**config.mk**
```make
export PLATFORM = sky130hd
export DESIGN_NAME = dcache_line_store
export DESIGN_NICKNAME = d
export VERILOG_FILES = /design/src/rtl/dcache_line_store.sv
export VERILOG_INCLUDE_DIRS = /design/src /design/src/rtl
export SDC_FILE = /design/constraint.sdc
export NUM_CORES = 1
export LEC_CHECK = 0
export BUFFER_PORTS_ARGS = -buffer_cell sky130_fd_sc_hd__buf_4
export CORE_MARGIN = 5
export CORE_UTILIZATION = 50
export DETAILED_ROUTE_END_ITERATION = 8
export PLACE_DENSITY_LB_ADDON = 0.05
export SLEW_MARGIN = 20
export SYNTH_ARGS = -nofsm -noshare
export SYNTH_HDL_FRONTEND = slang
export SYNTH_SLANG_ARGS = --single-unit
```
**constraint.sdc**
```tcl
create_clock -name clk_i -period 5.9 [get_ports clk_i]
set_clock_uncertainty 0.1 [all_clocks]
set_input_delay 1.18 -clock clk_i [delete_from_list [all_inputs] [get_ports clk_i]]
set_output_delay 1.18 -clock clk_i [all_outputs]
set_load 0.05 [all_outputs]
```
**src/rtl/dcache_config.svh**
```systemverilog
// data cache geometry, address split and non-cacheable region macros
`ifndef DCACHE_CONFIG_SVH
`define DCACHE_CONFIG_SVH

// ************************************************************************
// address and word
// ************************************************************************

`define DCACHE_ADDR_WIDTH 32 // physical address bits
`define DCACHE_WORD_WIDTH 32 // cpu word, loads always return a full word

// ************************************************************************
// line geometry
// ************************************************************************

`define DCACHE_WORDS_PER_LINE 4   // words in one line
`define DCACHE_LINE_WIDTH     128 // words per line * word width
`define DCACHE_NUM_LINES      64  // direct mapped, one line per index

// address split: | tag | index | byte offset |
`define DCACHE_OFFSET_WIDTH 4  // byte offset inside a line
`define DCACHE_INDEX_WIDTH  6  // log2 of the number of lines
`define DCACHE_TAG_WIDTH    22 // addr - index - offset

// ************************************************************************
// memory map
// ************************************************************************

// everything from here up bypasses the cache as single-word accesses
`define DCACHE_NC_BASE 32'h8000_0000

`endif
```
**src/rtl/dcache_line_store.sv**
```systemverilog
// synchronous single-port array with type-parameter payload and cleared entries
`timescale 1ns/1ps
`include "dcache_config.svh"

module dcache_line_store #(
    parameter type payload_t = logic,
    parameter int  DEPTH     = `DCACHE_NUM_LINES
) (
    input  logic                           clk_i,
    input  logic                           rst_ni,
    input  logic                           en_i,    // access this cycle
    input  logic                           we_i,    // write, else read
    input  logic [`DCACHE_INDEX_WIDTH-1:0] addr_i,
    input  payload_t                       wdata_i,
    output payload_t                       rdata_o  // valid the cycle after en_i
);

    payload_t mem_q [DEPTH]; // one entry per line

    // write port, reset wipes every entry so all tags start invalid
    always_ff @(posedge clk_i) begin
        if (!rst_ni) begin
            for (int i = 0; i < DEPTH; i++) begin
                mem_q[i] <= '0;
            end
        end else if (en_i && we_i) begin
            mem_q[addr_i] <= wdata_i;
        end
    end

    // registered read, holds its value while en_i is low
    // a write cycle returns the old entry
    always_ff @(posedge clk_i) begin
        if (en_i) begin
            rdata_o <= mem_q[addr_i];
        end
    end

endmodule

```
==> run_results.csv <==
group,metric,value,unit
layout,final_common_cell,"nand2_1",
timing,min_period_over_period,0.4816,
timing,max_freq,0.3519,GHz
layout,final_nets,403,
clock_tree,cts_tree,"yes",
clock_tree,cts-resized-gates,0,
clock_tree,insertion_delay,0.35,ns
clock_tree,htreeDepth,3,
clock_tree,cts.sinks,65,
synth,synth-async-reset-ratio,0,
setup_path,cp-endpoint,"mem_q[39]",
setup_path,cp_max_fo,66,
pwr,p_total,0.8496,mW
setup_path,crit_arrival,2.94,ns
pwr,ir_drop,153.8,uV
floorplanning,core,6386,um^2
placement,dpl.hpwl,5489,um
pwr,power.leakage,1.260,nW
global_routing,grt_pass1_wl,14080,um
global_routing,antenna_found_initial,0,
clock_tree,numCtsBuffers,9,
setup_path,critPathSlowestCell,"nor3_1",
timing,final-hold-violation-count,0,
setup_path,crit_top_cell,"nand3_1",
timing,finalSetupViolations,0,
layout,final_cell_mix,"nand2_1 (78), dfxtp_1 (64), nand3_1 (52), o21ai_0 (46), mux2i_1 (24)",
setup_path,start_kind,"input port",
route,wirelength,8569,um
layout,n_antenna_cell,0,
route,drtAntennaViolNets,0,
setup_path,reg2regPathDepth,5,
setup_path,crit_path_start,"rst_ni",
placement,place.gp.congestion,0.8462,
clock_tree,path_clk_slew,0.07,ns
route,drtIter0Drc,187,
route,drc,0,
layout,syn2layout_area_growth,5.981,%
setup_path,worstPathCellList,"buf_4 -> nand3_1 -> nor3_1 -> nand2_1 -> nand3_1 -> o21ai_0",
floorplanning,die_w,91.05,um
layout,drive_gt1_frac,0.09320,
outcome,outcome,"finished, final reports clean",
timing,rsz0062_at_grt,"false",
setup_path,required,6.00,ns
synth,ys_types,46,
synth,yosys_most_used_dff,"dfxtp_1",
route,first_pass_iters,4,
synth,synth-seq-cells,65,
global_routing,grtUsageTotal,0.2111,
job,cap_viol_max_count,0,
timing,fin_crit,2.841,ns
timing,tns,0,ns
floorplanning,die_area,8290,um^2
global_routing,gr-total-overflow,0,
synth,synth_enable_flop_cells,1,
timing,worst_slew_pin_slew,0.9500,ns
synth,synth_warnings,0,
clock_tree,clk_path_buf_depth,2,
setup_path,critical_path_class,"input port to register",
clock_tree,holdBufCountCts,0,
floorplanning,core.rowCount,29,
synth,syn_inst,403,
hold_path,hold_path_class,"register to register",
clock_tree,cts-root-buf,"clkbuf_8",
global_routing,grt_pass1_vias,2674,
clock_tree,post_cts_buffers,0,
synth,syn_avg_cell_area,8.150,um^2
synth,synth_fp_nets,414,
synth,seq_area_frac_synth,0.3992,
floorplanning,io_pins,12,
timing,maxSlewHeadroom,0.3618,
synth,syn_area,3284,um^2
route,vias_per_cell,6.034,
placement,io_buffers,11,
setup_path,worst_path_largest_cell_delay,0.57,ns
setup_path,r2r-end,"rdata_o",
global_routing,grt_max_degree,67,
setup_path,endpoint_kind,"register",
setup_path,rrSetupSlack,4.07,ns
floorplanning,dieHeight,91.05,um
route,vias,2860,
route,wl_per_cell,18.08,um
pwr,p_per_area,244.1,nW/um^2
layout,final_util,0.5451,
floorplanning,start_util,0.5143,
setup_path,r2r-start,"mem_q[26]",
timing,drv_slew,0,
==> flip-flops by register name, indices dropped and copies added, names as in the netlist <==
signal / flops
mem_q: 64
rdata_o: 1
==> worst min-delay path by stage <==
stage,cells past startpoint,from,to,slack [ns]
after floorplan,2,mem_q[40],mem_q[40],0.34
final,2,mem_q[40],mem_q[40],0.37
after global placement,2,mem_q[24],mem_q[24],0.35
after CTS,2,mem_q[40],mem_q[40],0.37
after global routing,2,mem_q[48],mem_q[48],0.40
after detailed placement,2,mem_q[40],mem_q[40],0.36
==> worst max-delay path: cells and delay by family <==
kind,cells,cell delay [ns]
buf+inv,1,0.52
compound gates,1,0.09
simple gates,4,1.13
==> synth_stat cells, drive strengths merged, types with 4 or more instances <==
| library cell | number | area share |
|---|---|---|
| o21ai | 47 | 0.072 |
| and3b | 6 | 0.016 |
| nor3b | 4 | 0.014 |
| and3 | 9 | 0.017 |
| buf | 15 | 0.029 |
| nand2 | 78 | 0.089 |
| clkbuf | 19 | 0.022 |
| o31ai | 6 | 0.014 |
| a21oi | 8 | 0.012 |
| dfxtp | 64 | 0.39 |
| nor2 | 6 | 0.0069 |
| o211ai | 7 | 0.016 |
| mux2i | 24 | 0.073 |
| nand3 | 52 | 0.079 |
| or3b | 4 | 0.011 |
| nand3b | 11 | 0.025 |
| nor3 | 6 | 0.0091 |
==> final cells by class <==
class,count,area (um^2)
Fill cell,626,2905
Multi-Input combinational cell,302,1800
Sequential cell,65,1311
Clock buffer,14,162.7
Tap cell,77,96.34
Timing Repair Buffer,12,90.09
Clock inverter,2,12.51
Inverter,2,7.507
==> kinds of logic after synthesis <==
| logic type | share of synthesized area |
|---|---|
| buffers and inverters | 0.05257 |
| and+or+nand+nor | 0.2911 |
| DFF | 0.3992 |
| muxes | 0.09829 |
| AOI/OAI and AO/OA | 0.1589 |
==> report_power, final <==
part           total [mW]  internal (mW)  switching, mW
combinational      0.0631         0.0161         0.0470
sequential          0.442          0.441       0.000732
clock               0.345          0.175          0.169
total               0.850          0.633          0.217
==> per-layer routing <==
layer  global-route usage  vias up  part of all wire
li1                     -     1423                 -
met1               0.2853     1352              0.45
met2               0.3275       71              0.48
met3              0.04711       14             0.056
met4              0.08313        0             0.016
met5                    0        -                 0
==> stage by stage <==
stage	instances	setup WS [ns]	instance area, um^2	hold WS [ns]
floorplan	403	3.187	3284	0.3428
finish	474	3.059	3481	0.3689
detailed placement	458	2.714	3306	0.3590
global placement	458	2.755	3306	0.3525
global route	474	2.805	3481	0.4011
CTS	474	3.067	3481	0.3726
Power figures use the tool's default switching activity.
