[config.mk]
export PLATFORM = sky130hd
export DESIGN_NAME = dcache_controller
export DESIGN_NICKNAME = d
export VERILOG_FILES = /design/src/rtl/dcache_pkg.sv /design/src/rtl/dcache_controller.sv
export VERILOG_INCLUDE_DIRS = /design/src /design/src/rtl
export SDC_FILE = /design/constraint.sdc
export NUM_CORES = 1
export LEC_CHECK = 0
export BUFFER_PORTS_ARGS = -buffer_cell sky130_fd_sc_hd__buf_2
export CORE_AREA = 2 2 284 286
export CTS_CLUSTER_SIZE = 14
export DETAILED_ROUTE_END_ITERATION = 7
export DIE_AREA = 0 0 286 288
export HOLD_SLACK_MARGIN = 0.12
export PLACE_DENSITY = 0.43
export SYNTH_ARGS = -nofsm -noshare
export SYNTH_HDL_FRONTEND = slang
export SYNTH_SLANG_ARGS = --single-unit
[constraint.sdc]
create_clock -name clk_i -period 6.6 [get_ports clk_i]
set_input_delay 1.32 -clock clk_i [delete_from_list [all_inputs] [get_ports clk_i]]
set_output_delay 1.32 -clock clk_i [all_outputs]
set_load 0.02 [all_outputs]
[src/rtl/dcache_config.svh]
// data cache geometry, address split and non-cacheable region macros
`ifndef DCACHE_CONFIG_SVH
`define DCACHE_CONFIG_SVH

// ************************************************************************
// address and word
// ************************************************************************

`define DCACHE_ADDR_WIDTH 32 // physical address bits
`define DCACHE_WORD_WIDTH 32 // cpu word, loads always return a full word

// ************************************************************************
// line geometry
// ************************************************************************

`define DCACHE_WORDS_PER_LINE 4   // words in one line
`define DCACHE_LINE_WIDTH     128 // words per line * word width
`define DCACHE_NUM_LINES      64  // direct mapped, one line per index

// address split: | tag | index | byte offset |
`define DCACHE_OFFSET_WIDTH 4  // byte offset inside a line
`define DCACHE_INDEX_WIDTH  6  // log2 of the number of lines
`define DCACHE_TAG_WIDTH    22 // addr - index - offset

// ************************************************************************
// memory map
// ************************************************************************

// everything from here up bypasses the cache as single-word accesses
`define DCACHE_NC_BASE 32'h8000_0000

`endif
[src/rtl/dcache_pkg.sv]
// cpu request, tag entry, line, memory request and memory return types
`include "dcache_config.svh"

package dcache_pkg;

    // ************************************************************************
    // cpu side
    // ************************************************************************

    // one load or store request, the load port leaves wdata and be unused
    typedef struct packed {
        logic [`DCACHE_ADDR_WIDTH-1:0]   addr;  // byte address
        logic [`DCACHE_WORD_WIDTH-1:0]   wdata; // store data
        logic [`DCACHE_WORD_WIDTH/8-1:0] be;    // store byte enables
    } cpu_req_t;

    // ************************************************************************
    // cache stores
    // ************************************************************************

    typedef struct packed {
        logic                         valid; // line holds data
        logic                         dirty; // line differs from memory
        logic [`DCACHE_TAG_WIDTH-1:0] tag;
    } tag_entry_t;

    typedef logic [`DCACHE_LINE_WIDTH-1:0] line_t; // one full cache line

    // ************************************************************************
    // memory side
    // ************************************************************************

    typedef enum logic {
        MEM_LOAD  = 1'b0, // read request / load ack
        MEM_STORE = 1'b1  // write request / store ack
    } mem_rtype_e;

    // single outstanding memory transaction
    typedef struct packed {
        mem_rtype_e                      rtype;
        logic                            nc;    // word access, not a line
        logic [`DCACHE_ADDR_WIDTH-1:0]   paddr; // line aligned for line transfers
        line_t                           data;  // word sits in its lane for nc
        logic [`DCACHE_LINE_WIDTH/8-1:0] be;    // byte lanes in use
    } mem_req_t;

    // memory return, rtype tells a load ack from a store ack
    typedef struct packed {
        mem_rtype_e rtype;
        line_t      data;
    } mem_rtrn_t;

endpackage

[src/rtl/dcache_controller.sv]
// cache FSM with hit/miss decision, writeback, refill, bypass and word merge/extract
`timescale 1ns/1ps
`include "dcache_config.svh"

module dcache_controller import dcache_pkg::*; (
    input  logic                           clk_i,
    input  logic                           rst_ni,
    input  logic                           accept_i,     // new request captured
    input  logic                           req_we_i,     // captured request is a store
    input  cpu_req_t                       req_i,
    input  tag_entry_t                     tag_rdata_i,
    input  line_t                          line_rdata_i,
    input  logic                           mem_ack_i,
    input  logic                           mem_rtrn_vld_i,
    input  mem_rtrn_t                      mem_rtrn_i,
    output logic                           idle_o,
    output logic                           ld_rvalid_o,
    output logic [`DCACHE_WORD_WIDTH-1:0]  ld_rdata_o,
    output logic                           tag_en_o,
    output logic                           tag_we_o,
    output tag_entry_t                     tag_wdata_o,
    output logic                           line_en_o,
    output logic                           line_we_o,
    output line_t                          line_wdata_o,
    output logic [`DCACHE_INDEX_WIDTH-1:0] store_addr_o, // shared by both stores
    output logic                           mem_req_o,
    output mem_req_t                       mem_data_o
);

    localparam int WORD_BYTES = `DCACHE_WORD_WIDTH / 8;
    localparam int LINE_BYTES = `DCACHE_LINE_WIDTH / 8;
    localparam int WOFF_W     = $clog2(`DCACHE_WORDS_PER_LINE); // word select bits

    typedef enum logic [3:0] {
        IDLE, TAG_READ, COMPARE, WB_REQ, WB_WAIT,
        REFILL_REQ, REFILL_WAIT, BYPASS_REQ, BYPASS_WAIT
    } state_e;

    state_e                          state_q, state_d;
    logic [`DCACHE_TAG_WIDTH-1:0]    req_tag;
    logic [WOFF_W-1:0]               req_woff;
    logic [`DCACHE_OFFSET_WIDTH-1:0] line_zero;
    logic                            req_nc, tag_hit;
    logic [`DCACHE_ADDR_WIDTH-1:0]   wb_addr_q, victim_addr;
    line_t                           wb_line_q, victim_line, fill_line;
    logic [WORD_BYTES-1:0]           byp_be;
    mem_req_t                        wb_req, refill_req, bypass_req;

    // byte merge of the store word into a line at its word slot
    function automatic line_t merge_word(line_t line, cpu_req_t req, logic [WOFF_W-1:0] woff);
        line_t merged;
        merged = line;
        for (int b = 0; b < WORD_BYTES; b++) begin
            if (req.be[b]) begin
                merged[woff*`DCACHE_WORD_WIDTH + b*8 +: 8] = req.wdata[b*8 +: 8];
            end
        end
        return merged;
    endfunction

    function automatic logic [`DCACHE_WORD_WIDTH-1:0] get_word(line_t line,
                                                               logic [WOFF_W-1:0] woff);
        return line[woff*`DCACHE_WORD_WIDTH +: `DCACHE_WORD_WIDTH];
    endfunction

    // ************************************************************************
    // address split and hit decision
    // ************************************************************************

    assign req_tag      = req_i.addr[`DCACHE_ADDR_WIDTH-1 -: `DCACHE_TAG_WIDTH];
    assign store_addr_o = req_i.addr[`DCACHE_OFFSET_WIDTH +: `DCACHE_INDEX_WIDTH];
    assign req_woff     = req_i.addr[`DCACHE_OFFSET_WIDTH-1 -: WOFF_W];
    assign line_zero    = '0;
    assign req_nc       = (req_i.addr >= `DCACHE_NC_BASE); // region is the only bypass cause
    assign tag_hit      = tag_rdata_i.valid && (tag_rdata_i.tag == req_tag);
    assign idle_o       = (state_q == IDLE);

    // victim comes straight from the stores in COMPARE, from the copy afterwards
    assign victim_addr = (state_q == COMPARE) ? {tag_rdata_i.tag, store_addr_o, line_zero}
                                              : wb_addr_q;
    assign victim_line = (state_q == COMPARE) ? line_rdata_i : wb_line_q;
    assign fill_line   = req_we_i ? merge_word(mem_rtrn_i.data, req_i, req_woff)
                                  : mem_rtrn_i.data; // write allocate
    assign byp_be      = req_we_i ? req_i.be : '1;   // loads read the whole word

    // the three memory transactions
    assign wb_req     = '{rtype: MEM_STORE, nc: 1'b0, paddr: victim_addr,
                          data: victim_line, be: '1};
    assign refill_req = '{rtype: MEM_LOAD, nc: 1'b0,
                          paddr: {req_tag, store_addr_o, line_zero}, data: '0, be: '1};
    assign bypass_req = '{rtype: req_we_i ? MEM_STORE : MEM_LOAD, nc: 1'b1,
                          paddr: {req_i.addr[`DCACHE_ADDR_WIDTH-1:2], 2'b00},
                          data: line_t'(req_i.wdata) << (req_woff*`DCACHE_WORD_WIDTH),
                          be: LINE_BYTES'(byp_be) << (req_woff*WORD_BYTES)};

    // ************************************************************************
    // state machine
    // ************************************************************************

    always_comb begin
        state_d      = state_q;
        ld_rvalid_o  = 1'b0;
        ld_rdata_o   = '0;
        tag_en_o     = 1'b0;
        tag_we_o     = 1'b0;
        tag_wdata_o  = '{valid: 1'b1, dirty: req_we_i, tag: req_tag};
        line_en_o    = 1'b0;
        line_we_o    = 1'b0;
        line_wdata_o = fill_line;
        mem_req_o    = 1'b0;
        mem_data_o   = refill_req;

        case (state_q)
            IDLE: if (accept_i) state_d = TAG_READ;
            TAG_READ: begin
                tag_en_o  = 1'b1; // read both stores at the registered index
                line_en_o = 1'b1;
                state_d   = COMPARE;
            end
            COMPARE: begin
                if (req_nc) begin
                    mem_req_o  = 1'b1;
                    mem_data_o = bypass_req;
                    state_d    = mem_ack_i ? BYPASS_WAIT : BYPASS_REQ;
                end else if (tag_hit) begin
                    state_d = IDLE;
                    if (req_we_i) begin
                        tag_en_o     = 1'b1; // mark dirty
                        tag_we_o     = 1'b1;
                        line_en_o    = 1'b1;
                        line_we_o    = 1'b1;
                        line_wdata_o = merge_word(line_rdata_i, req_i, req_woff);
                    end else begin
                        ld_rvalid_o = 1'b1;
                        ld_rdata_o  = get_word(line_rdata_i, req_woff);
                    end
                end else if (tag_rdata_i.valid && tag_rdata_i.dirty) begin
                    mem_req_o  = 1'b1;   // write back the victim first
                    mem_data_o = wb_req;
                    state_d    = mem_ack_i ? WB_WAIT : WB_REQ;
                end else begin
                    mem_req_o = 1'b1;    // clean miss, go straight to refill
                    state_d   = mem_ack_i ? REFILL_WAIT : REFILL_REQ;
                end
            end
            WB_REQ: begin
                mem_req_o  = 1'b1;
                mem_data_o = wb_req;
                if (mem_ack_i) state_d = WB_WAIT;
            end
            WB_WAIT: if (mem_rtrn_vld_i && mem_rtrn_i.rtype == MEM_STORE) state_d = REFILL_REQ;
            REFILL_REQ: begin
                mem_req_o = 1'b1;
                if (mem_ack_i) state_d = REFILL_WAIT;
            end
            REFILL_WAIT: begin
                if (mem_rtrn_vld_i && mem_rtrn_i.rtype == MEM_LOAD) begin
                    tag_en_o    = 1'b1; // new tag, dirty only for a store
                    tag_we_o    = 1'b1;
                    line_en_o   = 1'b1;
                    line_we_o   = 1'b1;
                    ld_rvalid_o = !req_we_i;
                    ld_rdata_o  = get_word(mem_rtrn_i.data, req_woff);
                    state_d     = IDLE;
                end
            end
            BYPASS_REQ: begin
                mem_req_o  = 1'b1;
                mem_data_o = bypass_req;
                if (mem_ack_i) state_d = BYPASS_WAIT;
            end
            BYPASS_WAIT: begin
                if (mem_rtrn_vld_i && mem_rtrn_i.rtype == bypass_req.rtype) begin
                    ld_rvalid_o = !req_we_i;
                    ld_rdata_o  = get_word(mem_rtrn_i.data, req_woff);
                    state_d     = IDLE;
                end
            end
            default: state_d = IDLE;
        endcase
    end

    always_ff @(posedge clk_i) begin
        if (!rst_ni) begin
            state_q <= IDLE;
        end else begin
            state_q <= state_d;
        end
    end

    // victim copy, taken before the refill overwrites the line
    always_ff @(posedge clk_i) begin
        if (state_q == COMPARE) begin
            wb_addr_q <= victim_addr;
            wb_line_q <= line_rdata_i;
        end
    end

endmodule

==> impl_results.md <==
- Outcome: finished, violations left
- Violated checks: DRC
- Leakage: 9.25 nW
- CP endpoint kind: output port
- Number of fill cells: 8874
- Min Hold Slack: 0.475 ns
- Worst endpoint required time: 5.28 ns
- Non-filler cells, final: 3339
- H-tree Lvls: 4
- Avg WL per Cell: 27.9 um
- Vias: 17.7k
- Total grt overflow: 0
- Initial DRC Count: 1690
- I/O pin total: 730
- Clk Tree Root Cell: clkbuf_16
- Final Hold Viols: 0
- PostCTS Resize Cnt: 0
- Period utilization: 88.8%
- Vias in the first global route: 17.5k
- Post-synth EDFFs: 32
- Critical path cell sequence: buf_2 > xor2_1 > nor4_2 > nand3_2 > or4_2 > nand2b_4 > o21ai_1 > buf_2
- # setup viols final: 0
- Commonest non-fill, non-tap cell in the layout: buf_2
- Setup CP Type: input port to output port
- Share of layout cells above drive strength 1: 46.3%
- Crit-path max FO: 32
- Worst-Skew Late Latency: 0.48 ns
- Startpoint Class: input port
- Final min period: 5.86 ns
- Share of the synthesized area in the top cell type: 18.1%
- Post-Syn Nets: 2028
- Sequential cell area fraction in the yosys report: 24.6%
- Slowest Stage Delay on Critical Path: 0.70 ns
- Clock Sinks: 164
- First-pass GRT wire length: 129000 um
- Synthesized area: 14600 sq um
- Num CTS Buffers: 17
- Final layout net count: 2625
- Post-CTS Setup Inserts: 0
- Pwr per Cell Area: 274 nW/um^2
- Antenna Nets Post-Route: 0
- Total Routing Usage GR: 21.5%
- Slew headroom: 30.4%
- Post-place setup slack: 0.722 ns
- Main synth FF type: dfxtp_1
- Cells after synthesis: 1666
- RSZ-0062 raised after global routing: false
- Share of flip-flops with an asynchronous set or reset: 0%
- Avg Inst Size Synth: 8.79 sq um
- Layout Skew: 0.0206 ns
- Pin count of the biggest net entering global routing: 157
- Starting Density: 18.4%
- Max frequency: 171 MHz
- Hold Buf Count CTS: 0
- Drt pass-1 iters: 8
- Max VDD drop: 214 uV
- Die width: 286 um
- Critical Path AT: 4.54 ns
- TritonCTS clock tree: built
- Syn-to-layout area delta: 34.4%
- Top cells by area, synth: dfxtp_1 (18%), mux2_2 (12%), mux4_2 (9.8%), edfxtp_1 (6.6%), a221o_1 (6.0%)
- Die H: 288 um
- Most frequent cells in the layout: buf_2 (723), mux2_2 (159), inv_1 (134)
- Clock Tree Buf Depth: 2
- Critical path's slowest cell: or4_2
- Setup TNS: 0 ns
- Distinct cell type count after synthesis: 70
- Post-route DRC: 1
- Core region area: 79600 sq um
- Worst-path clk slew: 0.07 ns
- Max capacitance violation total: 0
- PnR worst setup slack: 0.739 ns
- WL final: 93200 um
- GPL Wtd Cong: 0.959
- Initial antenna violation count: 12
- Cell repeated most along the worst path: buf_2
- Die area: 82400 sq um
- DP Cell Count: 3304
- Warnings, synthesis: 0
- Post-DP HPWL: 69700 um
- Port Buffers: 726
- Hold Crit Class: register to register
- Row count: 104
- DR vias/cell: 5.31
- Post-synth top area cell: dfxtp_1
- Slew at the pin closest to its max-slew limit: 1.04 ns
- #FFs+latches synth: 164
- Max Slew Vio Count: 0
## cell usage after synthesis, types with 13 or more instances
master / instances
a21o_1: 23
a21oi_1: 23
a221o_1: 88
a222oi_1: 82
a22o_1: 26
a22oi_1: 46
a32oi_1: 20
and2_1: 44
and3_1: 21
buf_2: 38
buf_4: 33
clkbuf_1: 100
dfxtp_1: 132
edfxtp_1: 32
inv_1: 135
mux2_2: 159
mux4_2: 64
nand2_1: 110
nand3_1: 123
nor2_1: 81
nor2b_1: 14
nor3_1: 20
o21ai_0: 50
o21ai_1: 37
o2bb2ai_1: 13
## state kept, by name, summed over array words and instances (netlist names)
register,flops
state_q,4
wb_addr_q,32
wb_line_q,128
## layer usage
layer / GRT usage, % / vias up / share of wire [%]
met5: 0 / - / 0.094
met4: 6.95 / 14 / 2.7
met3: 6.21 / 145 / 9.5
met2: 36.2 / 1105 / 48
met1: 26.4 / 8821 / 40
li1: - / 7643 / -
## critical path, delay by kind of cell
kind | cells | cell delay [ns]
AOI/OAI and AO/OA | 1 | 0.49
xor gates and xnor gates | 1 | 0.20
and+or+nand+nor | 4 | 2.14
buffers and inverters | 2 | 0.36
## final cells by class
class,count,area (sq um),area share (%)
sequential,164,3600,18.3
clock buffer,19,433,2.20
timing repair buffer,766,4010,20.4
tap,1060,1330,6.74
inverter,135,509,2.59
multi-input combinational,1179,9690,49.2
clock inverter,13,100,0.509
antenna,3,7.51,0.0382
## logic make-up after synthesis
logic type | synth area share [%]
and+or+nand+nor | 15.6
DFF | 24.6
adders and majority gates | 0.598
xor gates and xnor gates | 1.38
buffers and inverters | 9.72
AOI/OAI and AO/OA | 25.7
other | 0.0256
muxes | 22.3
## through the flow
stage | instance area, sq um | power, mW | utilization (%)
finish | 19700 | 5.39 | 24.7
global route | 19700 | 5.70 | 24.7
CTS | 19700 | 5.43 | 24.7
detailed placement | 19100 | 4.41 | 24.0
global placement | 19100 | 4.35 | 24.0
floorplan | 14600 | 3.49 | -
## path summary, 6_finish.rpt
check                  startpoint              to  slack, ns  depth (start not counted)
setup / recovery  tag_rdata_i[16]  ld_rdata_o[27]       0.74                          8
setup reg to reg       state_q[1]    wb_addr_q[9]       3.32                          4
hold / removal      wb_line_q[43]   wb_line_q[43]       0.47                          1
hold reg to reg     wb_line_q[43]   wb_line_q[43]       0.47                          1
## report_power, final
group          internal, mW  switching (mW)  leakage [nW]
Sequential             1.55           0.232          1.40
Clock                 0.485           0.507         0.248
Combinational          1.14            1.48          7.59
Note: power is estimated with default switching activity, not from simulation.
