[src/rtl/dcache_config.svh]
// data cache geometry, address split and non-cacheable region macros
`ifndef DCACHE_CONFIG_SVH
`define DCACHE_CONFIG_SVH

// ************************************************************************
// address and word
// ************************************************************************

`define DCACHE_ADDR_WIDTH 32 // physical address bits
`define DCACHE_WORD_WIDTH 32 // cpu word, loads always return a full word

// ************************************************************************
// line geometry
// ************************************************************************

`define DCACHE_WORDS_PER_LINE 4   // words in one line
`define DCACHE_LINE_WIDTH     128 // words per line * word width
`define DCACHE_NUM_LINES      64  // direct mapped, one line per index

// address split: | tag | index | byte offset |
`define DCACHE_OFFSET_WIDTH 4  // byte offset inside a line
`define DCACHE_INDEX_WIDTH  6  // log2 of the number of lines
`define DCACHE_TAG_WIDTH    22 // addr - index - offset

// ************************************************************************
// memory map
// ************************************************************************

// everything from here up bypasses the cache as single-word accesses
`define DCACHE_NC_BASE 32'h8000_0000

`endif
[src/rtl/dcache_pkg.sv]
// cpu request, tag entry, line, memory request and memory return types
`include "dcache_config.svh"

package dcache_pkg;

    // ************************************************************************
    // cpu side
    // ************************************************************************

    // one load or store request, the load port leaves wdata and be unused
    typedef struct packed {
        logic [`DCACHE_ADDR_WIDTH-1:0]   addr;  // byte address
        logic [`DCACHE_WORD_WIDTH-1:0]   wdata; // store data
        logic [`DCACHE_WORD_WIDTH/8-1:0] be;    // store byte enables
    } cpu_req_t;

    // ************************************************************************
    // cache stores
    // ************************************************************************

    typedef struct packed {
        logic                         valid; // line holds data
        logic                         dirty; // line differs from memory
        logic [`DCACHE_TAG_WIDTH-1:0] tag;
    } tag_entry_t;

    typedef logic [`DCACHE_LINE_WIDTH-1:0] line_t; // one full cache line

    // ************************************************************************
    // memory side
    // ************************************************************************

    typedef enum logic {
        MEM_LOAD  = 1'b0, // read request / load ack
        MEM_STORE = 1'b1  // write request / store ack
    } mem_rtype_e;

    // single outstanding memory transaction
    typedef struct packed {
        mem_rtype_e                      rtype;
        logic                            nc;    // word access, not a line
        logic [`DCACHE_ADDR_WIDTH-1:0]   paddr; // line aligned for line transfers
        line_t                           data;  // word sits in its lane for nc
        logic [`DCACHE_LINE_WIDTH/8-1:0] be;    // byte lanes in use
    } mem_req_t;

    // memory return, rtype tells a load ack from a store ack
    typedef struct packed {
        mem_rtype_e rtype;
        line_t      data;
    } mem_rtrn_t;

endpackage

[src/rtl/dcache_request_arbiter.sv]
// load-first request selection, port grants and the captured request register
`timescale 1ns/1ps
`include "dcache_config.svh"

module dcache_request_arbiter import dcache_pkg::*; (
    input  logic     clk_i,
    input  logic     rst_ni,
    input  logic     ld_req_i,
    input  cpu_req_t ld_data_i,
    input  logic     st_req_i,
    input  cpu_req_t st_data_i,
    input  logic     idle_i,   // controller can take a new request
    output logic     ld_gnt_o,
    output logic     st_gnt_o,
    output logic     accept_o, // one pulse in the grant cycle
    output logic     req_we_o, // captured request is a store
    output cpu_req_t req_o     // captured request
);

    // load wins when both ports ask in the same cycle
    assign ld_gnt_o = idle_i & ld_req_i;
    assign st_gnt_o = idle_i & st_req_i & ~ld_req_i;
    assign accept_o = ld_gnt_o | st_gnt_o; // idle drops next cycle, so one pulse

    // store flag is control state
    always_ff @(posedge clk_i) begin
        if (!rst_ni) begin
            req_we_o <= 1'b0;
        end else if (accept_o) begin
            req_we_o <= st_gnt_o;
        end
    end

    // request payload, held until the next grant
    always_ff @(posedge clk_i) begin
        if (ld_gnt_o) begin
            req_o <= ld_data_i;
        end else if (st_gnt_o) begin
            req_o <= st_data_i;
        end
    end

endmodule

[config.mk]
export PLATFORM = sky130hd
export DESIGN_NAME = dcache_request_arbiter
export DESIGN_NICKNAME = d
export VERILOG_FILES = /design/src/rtl/dcache_pkg.sv /design/src/rtl/dcache_request_arbiter.sv
export VERILOG_INCLUDE_DIRS = /design/src /design/src/rtl
export SDC_FILE = /design/constraint.sdc
export NUM_CORES = 1
export LEC_CHECK = 0
export BUFFER_PORTS_ARGS = -buffer_cell sky130_fd_sc_hd__buf_2
export CORE_MARGIN = 1
export CORE_UTILIZATION = 30
export DETAILED_ROUTE_END_ITERATION = 7
export PLACE_DENSITY = 0.72
export RECOVER_POWER = 50
export SYNTH_ARGS = -nofsm -noshare
export SYNTH_HDL_FRONTEND = slang
export SYNTH_SLANG_ARGS = --single-unit
[constraint.sdc]
create_clock -name clk_i -period 3.29 [get_ports clk_i]
set_input_delay 0.4935 -clock clk_i [delete_from_list [all_inputs] [get_ports clk_i]]
set_output_delay 0.4935 -clock clk_i [all_outputs]
set_load 0.02 [all_outputs]
==> results of run 1 <==
-- worst paths after layout --
check	slack (ns)	to	cells after the start	from
min	0.43	req_we_o	2	rst_ni
min reg2reg	0.53	req_we_o	2	req_we_o
max	1.18	ld_gnt_o	5	idle_i
max reg2reg	2.65	req_we_o	2	req_we_o
-- per-stage QoR --
step / hold WS [ns] / utilization (%) / setup slack (ns)
floorplan: 0.583 / - / 0.604
global placement: 0.495 / 44.4 / 1.26
detailed placement: 0.522 / 44.4 / 1.23
CTS: 0.404 / 46.4 / 1.23
global route: 0.403 / 45.8 / 1.08
finish: 0.426 / 45.8 / 1.18
-- metal layers --
| layer | track usage [%] | vias to the layer above | routed length (um) |
|---|---|---|---|
| met4 | 4.35 | 0 | 90 |
| li1 | - | 1024 | - |
| met2 | 23.7 | 130 | 3450 |
| met3 | 5.34 | 11 | 669 |
| met5 | 0 | - | 0 |
| met1 | 13.1 | 991 | 2490 |
-- critical path, delay by kind of cell --
family                 cells  cell delay (ns)
buffers and inverters      4             0.77
and+or+nand+nor            1             0.31
-- logic make-up (layout without fill, tap and decap cells) --
group	after synthesis	in the layout	synth area share (%)
AO/OA/AOI/OAI	2	2	0.425
flip-flops	69	69	70.0
multiplexers	68	68	27.1
buffers and inverters	8	231	1.74
AND/OR/NAND/NOR	4	4	0.722
-- final cells by class --
cell class	instances	area share, %
Multi-Input combinational cell	74	19.4
Timing Repair Buffer	214	24.4
Clock inverter	5	1.19
Tap cell	129	3.76
Inverter	1	0.0874
Clock buffer	11	3.06
Sequential cell	69	48.0
-- power by group --
part	leakage (nW)	switching (mW)	internal, mW
Sequential	0.660	0.0218	1.07
Combinational	1.10	0.215	0.168
Clock	0.0907	0.301	0.346
Total	1.85	0.538	1.58
-- cell usage in the layout, fill, tap and decap left out, types with 2 or more instances in the layout --
| cell type | instances |
|---|---|
| mux2_2 | 58 |
| buf_2 | 181 |
| clkbuf_8 | 9 |
| mux2_4 | 6 |
| clkinv_2 | 2 |
| mux2_1 | 4 |
| clkbuf_1 | 33 |
| edfxtp_1 | 68 |
-- state kept, by name (all words and copies together) (netlist names) --
register and count:
req_o 68, req_we_o 1
==> results.md, run 1 <==
* Data arrival time of the worst path at roughly 1.6 ns
* Avg Cell Area, Syn at approximately 20 um2
* PostCTS Resize Cnt at 0
* Register area at between 0.002 and 0.0025 mm2
* Slew headroom at between 50 and 60%
* Critical Path RT at between 2 and 3 ns
* Final cell count without fillers at 503
* Gate count of the mapped netlist at roughly 150
* Post-CTS setup buffer count at 0
* Filler instances at between 900 and 1k
* DRC at 0
* Final hold vios at 0
* Critical Path Sink Type: output port
* Top cells by area, synth: edfxtp_1, mux2_2, mux2_4
* Post-synth EDFFs at a little under 70
* Worst-Skew Late Latency at roughly 0.33 ns
* Clock root cell: clkbuf_8
* Tot Pwr at between 2 and 2.5 mW
* DRT Pass-1 Iters at 3
* Layout Nets at 510
* Count leader, synth: edfxtp_1
* Die height at between 100 and 150 um
* Via-to-Cell Ratio at 4.29
* Post-synthesis sequential area ratio at between 60 and 70%
* CTS tree: done
* Layout cells sized above 1 at around 70%
* #FFs+latches synth at 69
* Hold Buf Count CTS at 0
* 1st-iter DRT viols at 39
* Drt wl/cell at 13.3 um
* Placer Congestion at ~0.74
* Initial antenna violation count at 0
* Ys Warns at 0
* Lkg Pwr at between 1.5 and 2 nW
* CTS Sinks at 69
* Clock Skew at 0 ns
* Setup CP Type: in2out
* Ant diodes at 0
* Final TNS setup at 0 ns
* RSZ-0062 raised after global routing: no
* CTS max path bufs at 2
* FMAX at 0.474 GHz
* WL final at between 6000 and 7000 um
* Cells along the critical path: clkbuf_1 -> nand2_4 -> buf_12 -> inv_1 -> buf_2
* Vias in the first global route at about 2.2k
* Dominant synthesized flop cell: edfxtp_1
* Tcrit/Tclk final at 64.2%
* Area grow syn2layout at 45.7%
* Worst-path fanout max at 36
* Max IR drop VDD at ~0.22 mV
* Die Wd at between 100 and 150 um
* Area of the multi-input gates at roughly 830 um2
* Critical Path Start Type: input port
* HPWL after DPL at 5150 um
* Clock slew at reported path FFs at approximately 0.07 ns
* Port Buffers at 212
* DP Cell Count at approximately 500
* Core area at about 0.0094 mm2
* Post-Syn Area at between 0.002 and 0.003 mm2
* Final min period at between 2 and 2.5 ns
* Max-Cap Viols at 0
* Post-route cell area at approximately 0.0043 mm2
* Initial Util at 31.4%
* PD cells at approximately 500 mW/mm2
* Status: finished, final reports clean
* Max stage delay on crit path at 0.31 ns
* Yosys top cell area share at approximately 70%
* Slowest cell on crit path: nand2_4
* Post-Syn Nets at approximately 290
* Largest net degree at the start of global routing at 44
* Global-route wire length before repair at a little under 10000 um
* HP Class: in2reg
* FFs w/ async S/R, synth at 0%
* CTS H-tree depth at 3
* Final setup violation count at 0
* Pins Over Slew Limit at 0
* Total die area at between 0.01 and 0.015 mm2
* CTS buffer count at 9
* Via count at between 2k and 2.5k
* I/O pin count at 213
* Synth cell count leaders: edfxtp_1, mux2_2, mux2_4
* Congestion Overflow GR at 0
* Area leader, netlist: edfxtp_1
* Num rows at 35
* Final antenna-violating net count at 0
* Synth cell types at 13
* Slew @ Worst Pin at about 0.61 ns
* Post-DP Area at between 0.004 and 0.005 mm2
* Tot GR Track Use at between 10% and 20%
Note: power is estimated with default switching activity, not from simulation.
==> inputs of run 2 (changes only) <==
Clock period 3.29 ns to 2.1 ns, I/O delays scaled along.
==> run 2 against run 1 <==
  * Clock skew did not move
  * Clock power rose by 96%
  * Clock-buffer cell count unchanged
  * Setup slack worse by 0.63 ns
  * Hold slack got worse by 0.18 ns
  * Non-clock buffer count up 1
  * Cell count rose by 0.20%
  * First-iteration DRC count is 26% lower
  * Combinational power up 59%
  * Critical path depth fell by 2
  * Register-to-register slack worse by 1.2 ns
  * Sequential power up 56%
  * Critical path type is now in2reg
  * Highest routed layer unchanged
==> results.md, run 2 (synthesis results as in run 1) <==
* Final antenna-violating net count at 0 (unchanged)
* Setup CP Type: in2reg (was in2out)
* Tcrit/Tclk final at 73.9%
* DRT Pass-1 Iters at 4 (was 3)
* Die height at 101 um (unchanged)
* Pins Over Slew Limit at 0 (unchanged)
* Largest net degree at the start of global routing at 70 (was 44)
* Worst-Skew Late Latency at 0.32 ns (was 0.33 ns)
* Drt wl/cell at 13.5 um (was 13.3 um)
* FMAX at ~0.64 GHz
* Most frequent cells in the layout: buf_2, edfxtp_1, mux2_2, mux2_1, clkbuf_8 (was buf_2, edfxtp_1, mux2_2, clkbuf_1, clkbuf_8)
* Vias in the first global route at 2129 (was 2197)
* Core area at 0.00937 mm2 (unchanged)
* Global-route wire length before repair at 10000 um (was 9860 um)
* HP Class: in2reg (unchanged)
* Critical Path Sink Type: flop (was output port)
* Initial Util at 31.4% (unchanged)
* Critical Path Start Type: input port (unchanged)
* Max-Cap Viols at 0 (unchanged)
* 1st-iter DRT viols at 29 (was 39)
* RSZ-0062 raised after global routing: no (unchanged)
* Final hold vios at 0 (unchanged)
* Lkg Pwr at 1.93 nW (was 1.85 nW)
* I/O pin count at 213 (unchanged)
* Final setup violation count at 0 (unchanged)
* Hold Buf Count CTS at 0 (unchanged)
* PostCTS Resize Cnt at 0 (unchanged)
* Final TNS setup at 0 ns (unchanged)
* CTS H-tree depth at 3 (unchanged)
* Tot GR Track Use at 13.3% (was 12.9%)
* Via count at 2151 (was 2156)
* Placer Congestion at 0.724 (was 0.739)
* Congestion Overflow GR at 0 (unchanged)
* Pre-CTS setup slack at 0.565 ns (was 1.23 ns)
* PD cells at 819 mW/mm2 (was 493 mW/mm2)
* Max IR drop VDD at 0.277 mV (was 0.219 mV)
* Num rows at 35 (unchanged)
* Port Buffers at 212 (unchanged)
* CTS buffer count at 9 (unchanged)
* Ant diodes at 0 (unchanged)
* Clock slew at reported path FFs at 0.07 ns (about the same)
* CTS max path bufs at 2 (unchanged)
* Largest register FFs at 68 (unchanged)
* DRC at 0 (unchanged)
* DP Cell Count at 488 (was 487)
* Critical Path RT at 2.06 ns (was 2.80 ns)
* Commonest non-fill, non-tap cell in the layout: buf_2 (unchanged)
* Slew @ Worst Pin at 0.661 ns (was 0.610 ns)
* Final min period at 1.55 ns
* Final worst-path setup slack at 0.549 ns (was 1.18 ns)
* Via-to-Cell Ratio at 4.27 (was 4.29)
* CTS tree: done (unchanged)
* Worst-path fanout max at 26 (was 36)
* Initial antenna violation count at 0 (unchanged)
* Slew headroom at 55.9% (was 59.3%)
* Clock Skew at 0 ns (unchanged)
* Clock root cell: clkbuf_8 (unchanged)
* Final cell count without fillers at 504 (was 503)
* WL final at 6800 um (was 6700 um)
* HPWL after DPL at 5160 um (was 5150 um)
* Area grow syn2layout at 48.2% (was 45.7%)
* Top flop regs: req_o (68), req_we_o (1) (unchanged)
* Data arrival time of the worst path at 1.52 ns (was 1.62 ns)
* CTS Sinks at 69 (unchanged)
* Total die area at 0.0102 mm2 (unchanged)
* Largest Register: req_o (unchanged)
* Post-CTS setup buffer count at 0 (unchanged)
* Die Wd at 101 um (unchanged)
* Status: finished, final reports clean (unchanged)
* Layout Nets at 511 (was 510)
* Layout cells sized above 1 at 76.3% (was 70.1%)
-- run 2: cell types whose count changed in the layout (fill, tap and decap cells not counted), sizes merged --
cell	change
clkinv	-1
clkbuf	-28
buf	+29
clkinvlp	-1
bufinv	+2
-- run 2: worst paths after layout --
| check | from | to | slack [ns] | cells after the start |
|---|---|---|---|---|
| setup reg to reg | req_we_o | req_we_o | 1.46 | 2 |
| hold / removal | rst_ni | req_we_o | 0.25 | 2 |
| setup / recovery | idle_i | req_o[41] | 0.55 | 3 |
| hold reg to reg | req_we_o | req_we_o | 0.57 | 2 |
-- run 2: report_power, final --
group	leakage (nW)	internal, mW	total, mW	switching, mW
logic	1.16	0.274	0.609	0.336
registers	0.660	1.67	1.70	0.0293
clock network	0.115	0.785	1.27	0.482
-- run 2: cell type report --
type / instances / area [um2]
multi-input combinational: 74 / 805
fill: 900 / 5010
tap: 129 / 161
clock inverter: 5 / 98.8
clock buffer: 11 / 131
inverter: 1 / 3.75
timing repair buffer: 215 / 1100
sequential: 69 / 2060
-- run 2: layer usage --
| metal | share of wire [%] | track usage (%) | vias up |
|---|---|---|---|
| li1 | - | - | 1030 |
| met1 | 35 | 13.0 | 972 |
| met2 | 52 | 24.1 | 141 |
| met3 | 12 | 6.24 | 8 |
| met4 | 1.5 | 5.35 | 0 |
| met5 | 0 | 0 | - |
-- run 2: worst max-delay path: stages --
cell and delay, ns:
clkbuf_1 0.19, o21a_1 0.38, clkbuf_2 0.61
-- run 2: stage by stage --
stage          utilization (%)  total power, mW  area (um2)  hold WS (ns)
2_1_floorplan                -             2.08        2950         0.481
6_report                  46.6             3.57        4370         0.246
3_5_place_dp              44.6             2.37        4180         0.583
4_1_cts                   47.1             3.66        4410         0.222
5_1_grt                   46.6             3.75        4370         0.223
3_3_place_gp              44.6             2.35        4180         0.584
==> inputs of run 3 (changes only) <==
Settings changed: ABC_AREA set to 1, PLACE_DENSITY 0.72 to 0.75.
Clock period 2.1 ns to 1.4 ns, I/O delays scaled along.
==> run 3 against run 2 <==
  * Setup slack got worse by 0.41 ns
  * First-iteration DRC count is 110% higher
  * Sequential power up 54%
  * Area after synthesis barely moved
  * Die area about the same
  * Global-route usage up 1.2 points
  * Hold slack got worse by 0.12 ns
  * Cell count is 29% higher
  * Largest power group unchanged
==> results.md, run 3 <==
* Status: finished, final reports clean (unchanged)
* HPWL after DPL at 6040 um (was 5160 um)
* Worst-path fanout max at 34 (was 26)
* Gate count of the mapped netlist at 296 (was 151)
* HP Class: in2reg (unchanged)
* Clock power share at 31.5% (was 35.4%)
* Post-CTS setup buffer count at 0 (unchanged)
* Clock Skew at 0 ns (unchanged)
* Dominant synthesized flop cell: edfxtp_1 (unchanged)
* Yosys top cell area share at 69.4% (was 69.3%)
* Worst r2r src: req_we_o (unchanged)
* Final min period at between 1 and 1.5 ns
* Via count at 2691 (was 2151)
* Hold path startpoint: rst_ni (unchanged)
* Worst setup path startpoint: idle_i (unchanged)
* Critical Path Sink Type: output port (was flop)
* Num rows at 35 (unchanged)
* R2r setup slk at 0.74 ns (was 1.46 ns)
* Initial Util at 31.4% (about the same)
* Port Buffers at 212 (unchanged)
* Placer Congestion at 0.780 (was 0.724)
* WL final at 7690 um (was 6800 um)
* Setup CP Type: in2out (was in2reg)
* Ant diodes at 0 (unchanged)
* Drt wl/cell at 11.8 um (was 13.5 um)
* Top cells by area, synth: edfxtp_1, nand2_1, buf_2 (was edfxtp_1, mux2_2, mux2_4)
* Tot GR Track Use at 14.5% (was 13.3%)
* Max IR drop VDD at 0.410 mV (was 0.277 mV)
* Largest register FFs at 68 (unchanged)
* Slew @ Worst Pin at 0.693 ns (was 0.661 ns)
* Pre-CTS setup slack at 0.0457 ns (was 0.565 ns)
* Core area at 0.00937 mm2 (unchanged)
* Critical Path Start Type: input port (unchanged)
* Logic pwr share at 19.7% (was 17.0%)
* Clock root cell: clkbuf_8 (unchanged)
* #FFs+latches synth at 69 (unchanged)
* Congestion Overflow GR at 0 (unchanged)
* FMAX at between 0.7 and 0.8 GHz
* Internal cell power at 3.92 mW (was 2.73 mW)
* Layout cells sized above 1 at 45.5% (was 76.3%)
* Tcrit/Tclk final at between 90% and 100%
* I/O pin count at 213 (unchanged)
* Tot Pwr at 5.35 mW (was 3.57 mW)
* Via-to-Cell Ratio at 4.14 (was 4.27)
* Post-synth EDFFs at 68 (unchanged)
* Largest Register: req_o (unchanged)
* Hold Crit Depth at 3 (was 2)
* Max-Cap Viols at 0 (unchanged)
* 1st-iter DRT viols at 61 (was 29)
* Filler instances at 899 (was 900)
* Global-route wire length before repair at 11100 um (was 10000 um)
* Hold EP: req_we_o (unchanged)
* Clock slew at reported path FFs at 0.06 ns (was 0.07 ns)
* RR Endpoint: req_we_o (unchanged)
* Count leader, synth: nand2_1 (was edfxtp_1)
* RSZ-0062 raised after global routing: no (unchanged)
* Synth cell count leaders: nand2_1, edfxtp_1, buf_2 (was edfxtp_1, mux2_2, mux2_4)
* Critical Path RT at 1.19 ns (was 2.06 ns)
* Layout Nets at 658 (was 511)
* Total die area at 0.0102 mm2 (about the same)
* Most frequent cells in the layout: buf_2, nand2_1, edfxtp_1, clkbuf_8, clkbuf_1 (was buf_2, edfxtp_1, mux2_2, mux2_1, clkbuf_8)
* DRT Pass-1 Iters at 4 (unchanged)
* P_sw at 1.42 mW (was 0.847 mW)
* CTS H-tree depth at 3 (unchanged)
* Vias in the first global route at 2434 (was 2129)
* Area leader, netlist: edfxtp_1 (unchanged)
* DRC at 0 (unchanged)
* Slew headroom at 53.8% (was 55.9%)
* Commonest non-fill, non-tap cell in the layout: buf_2 (unchanged)
* Area grow syn2layout at 49.3% (was 48.2%)
* Ys Warns at 0 (unchanged)
* Final hold vios at 0 (unchanged)
* Lkg Pwr at 2.26 nW (was 1.93 nW)
* Largest net degree at the start of global routing at 37 (was 70)
* Avg Cell Area, Syn at 9.95 um2 (was 19.5 um2)
* Final cell count without fillers at 650 (was 504)
* Final setup violation count at 0 (unchanged)
* CTS Sinks at 69 (unchanged)
* Synth cell types at 14 (was 13)
* Die height at 101 um (about the same)
* Top flop regs: req_o (68), req_we_o (1) (unchanged)
* Number of cells on the worst reg-to-reg path at 2 (unchanged)
* Post-Syn Area at 0.00294 mm2 (was 0.00295 mm2)
* Pins Over Slew Limit at 0 (unchanged)
* FFs w/ async S/R, synth at 0% (unchanged)
* CTS buffer count at 9 (unchanged)
* PD cells at 1220 mW/mm2 (was 819 mW/mm2)
* Die Wd at 101 um (about the same)
* Post-Syn Nets at 437 (was 292)
* Final worst-path setup slack at 0.136 ns (was 0.549 ns)
* Layout Utilization at 46.9% (was 46.6%)
* Hold slack final at 0.123 ns (was 0.246 ns)
* Final antenna-violating net count at 0 (unchanged)
* Net Sw Frac at 26.6% (was 23.7%)
* Flop pwr share at 48.7% (was 47.5%)
* DP Cell Count at 635 (was 488)
* Worst-Skew Late Latency at 0.32 ns (about the same)
* Data arrival time of the worst path at 1.05 ns (was 1.52 ns)
* Initial antenna violation count at 0 (unchanged)
* CTS tree: done (unchanged)
* CTS max path bufs at 2 (unchanged)
* Post-synthesis sequential area ratio at 70.0% (about the same)
run 3: what timing repair did:
| action | in CTS | in global routing |
|---|---|---|
| gates resized for setup | 0 | 1 |
| hold buffers | 0 | 0 |
| endpoints found under the setup margin | 0 | 1 |
run 3: logic make-up after synthesis:
family                 synth area share (%)
AOI/OAI and AO/OA                     0.340
DFF                                    70.0
and+or+nand+nor                        26.6
buffers and inverters                  2.97
run 3: power groups by stage:
stage | Sequential [mW] | Clock, mW | Combinational (mW)
after detailed placement | 2.65 | 0 | 1.09
after global placement | 2.64 | 0 | 1.08
after CTS | 2.61 | 1.76 | 1.10
after floorplan | 2.97 | 0 | 0.251
final | 2.61 | 1.69 | 1.05
after global routing | 2.63 | 1.84 | 1.15
run 3: worst max-delay path by stage:
stage | to | slack [ns] | cells after the start
3_5_place_dp | ld_gnt_o | 0.05 | 5
4_1_cts | ld_gnt_o | 0.04 | 5
2_1_floorplan | req_o[0] | -0.48 | 2
6_report | ld_gnt_o | 0.14 | 5
5_1_grt | ld_gnt_o | 0.07 | 5
3_3_place_gp | ld_gnt_o | 0.08 | 5
run 3: cell type report:
class                      count  area [um2]  share of cell area, %
timing repair buffer         224        1140                   25.9
clock inverter                 5        76.3                   1.74
multi-input combinational    210         806                   18.3
tap                          129         161                   3.67
clock buffer                  10         128                   2.90
sequential                    69        2060                   46.9
inverter                       3        23.8                  0.541
run 3: through the flow:
step	TNS (ns)	area, um2
after floorplan	-32.84	2970
after global placement	0	4240
after detailed placement	0	4240
after CTS	0	4450
after global routing	0	4400
final	0	4400
run 3: metal layers:
metal | vias up | share of wire (%) | GRT usage (%)
met5 | - | 0 | 0
met3 | 10 | 9.7 | 4.44
met1 | 1139 | 40 | 16.3
li1 | 1389 | - | -
met2 | 153 | 49 | 25.2
met4 | 0 | 1.4 | 6.69
run 3: critical path, cell delays in order:
cell     delay (ns)
buf_2          0.19
nand2_2        0.13
inv_2          0.08
buf_6          0.23
buf_2          0.21
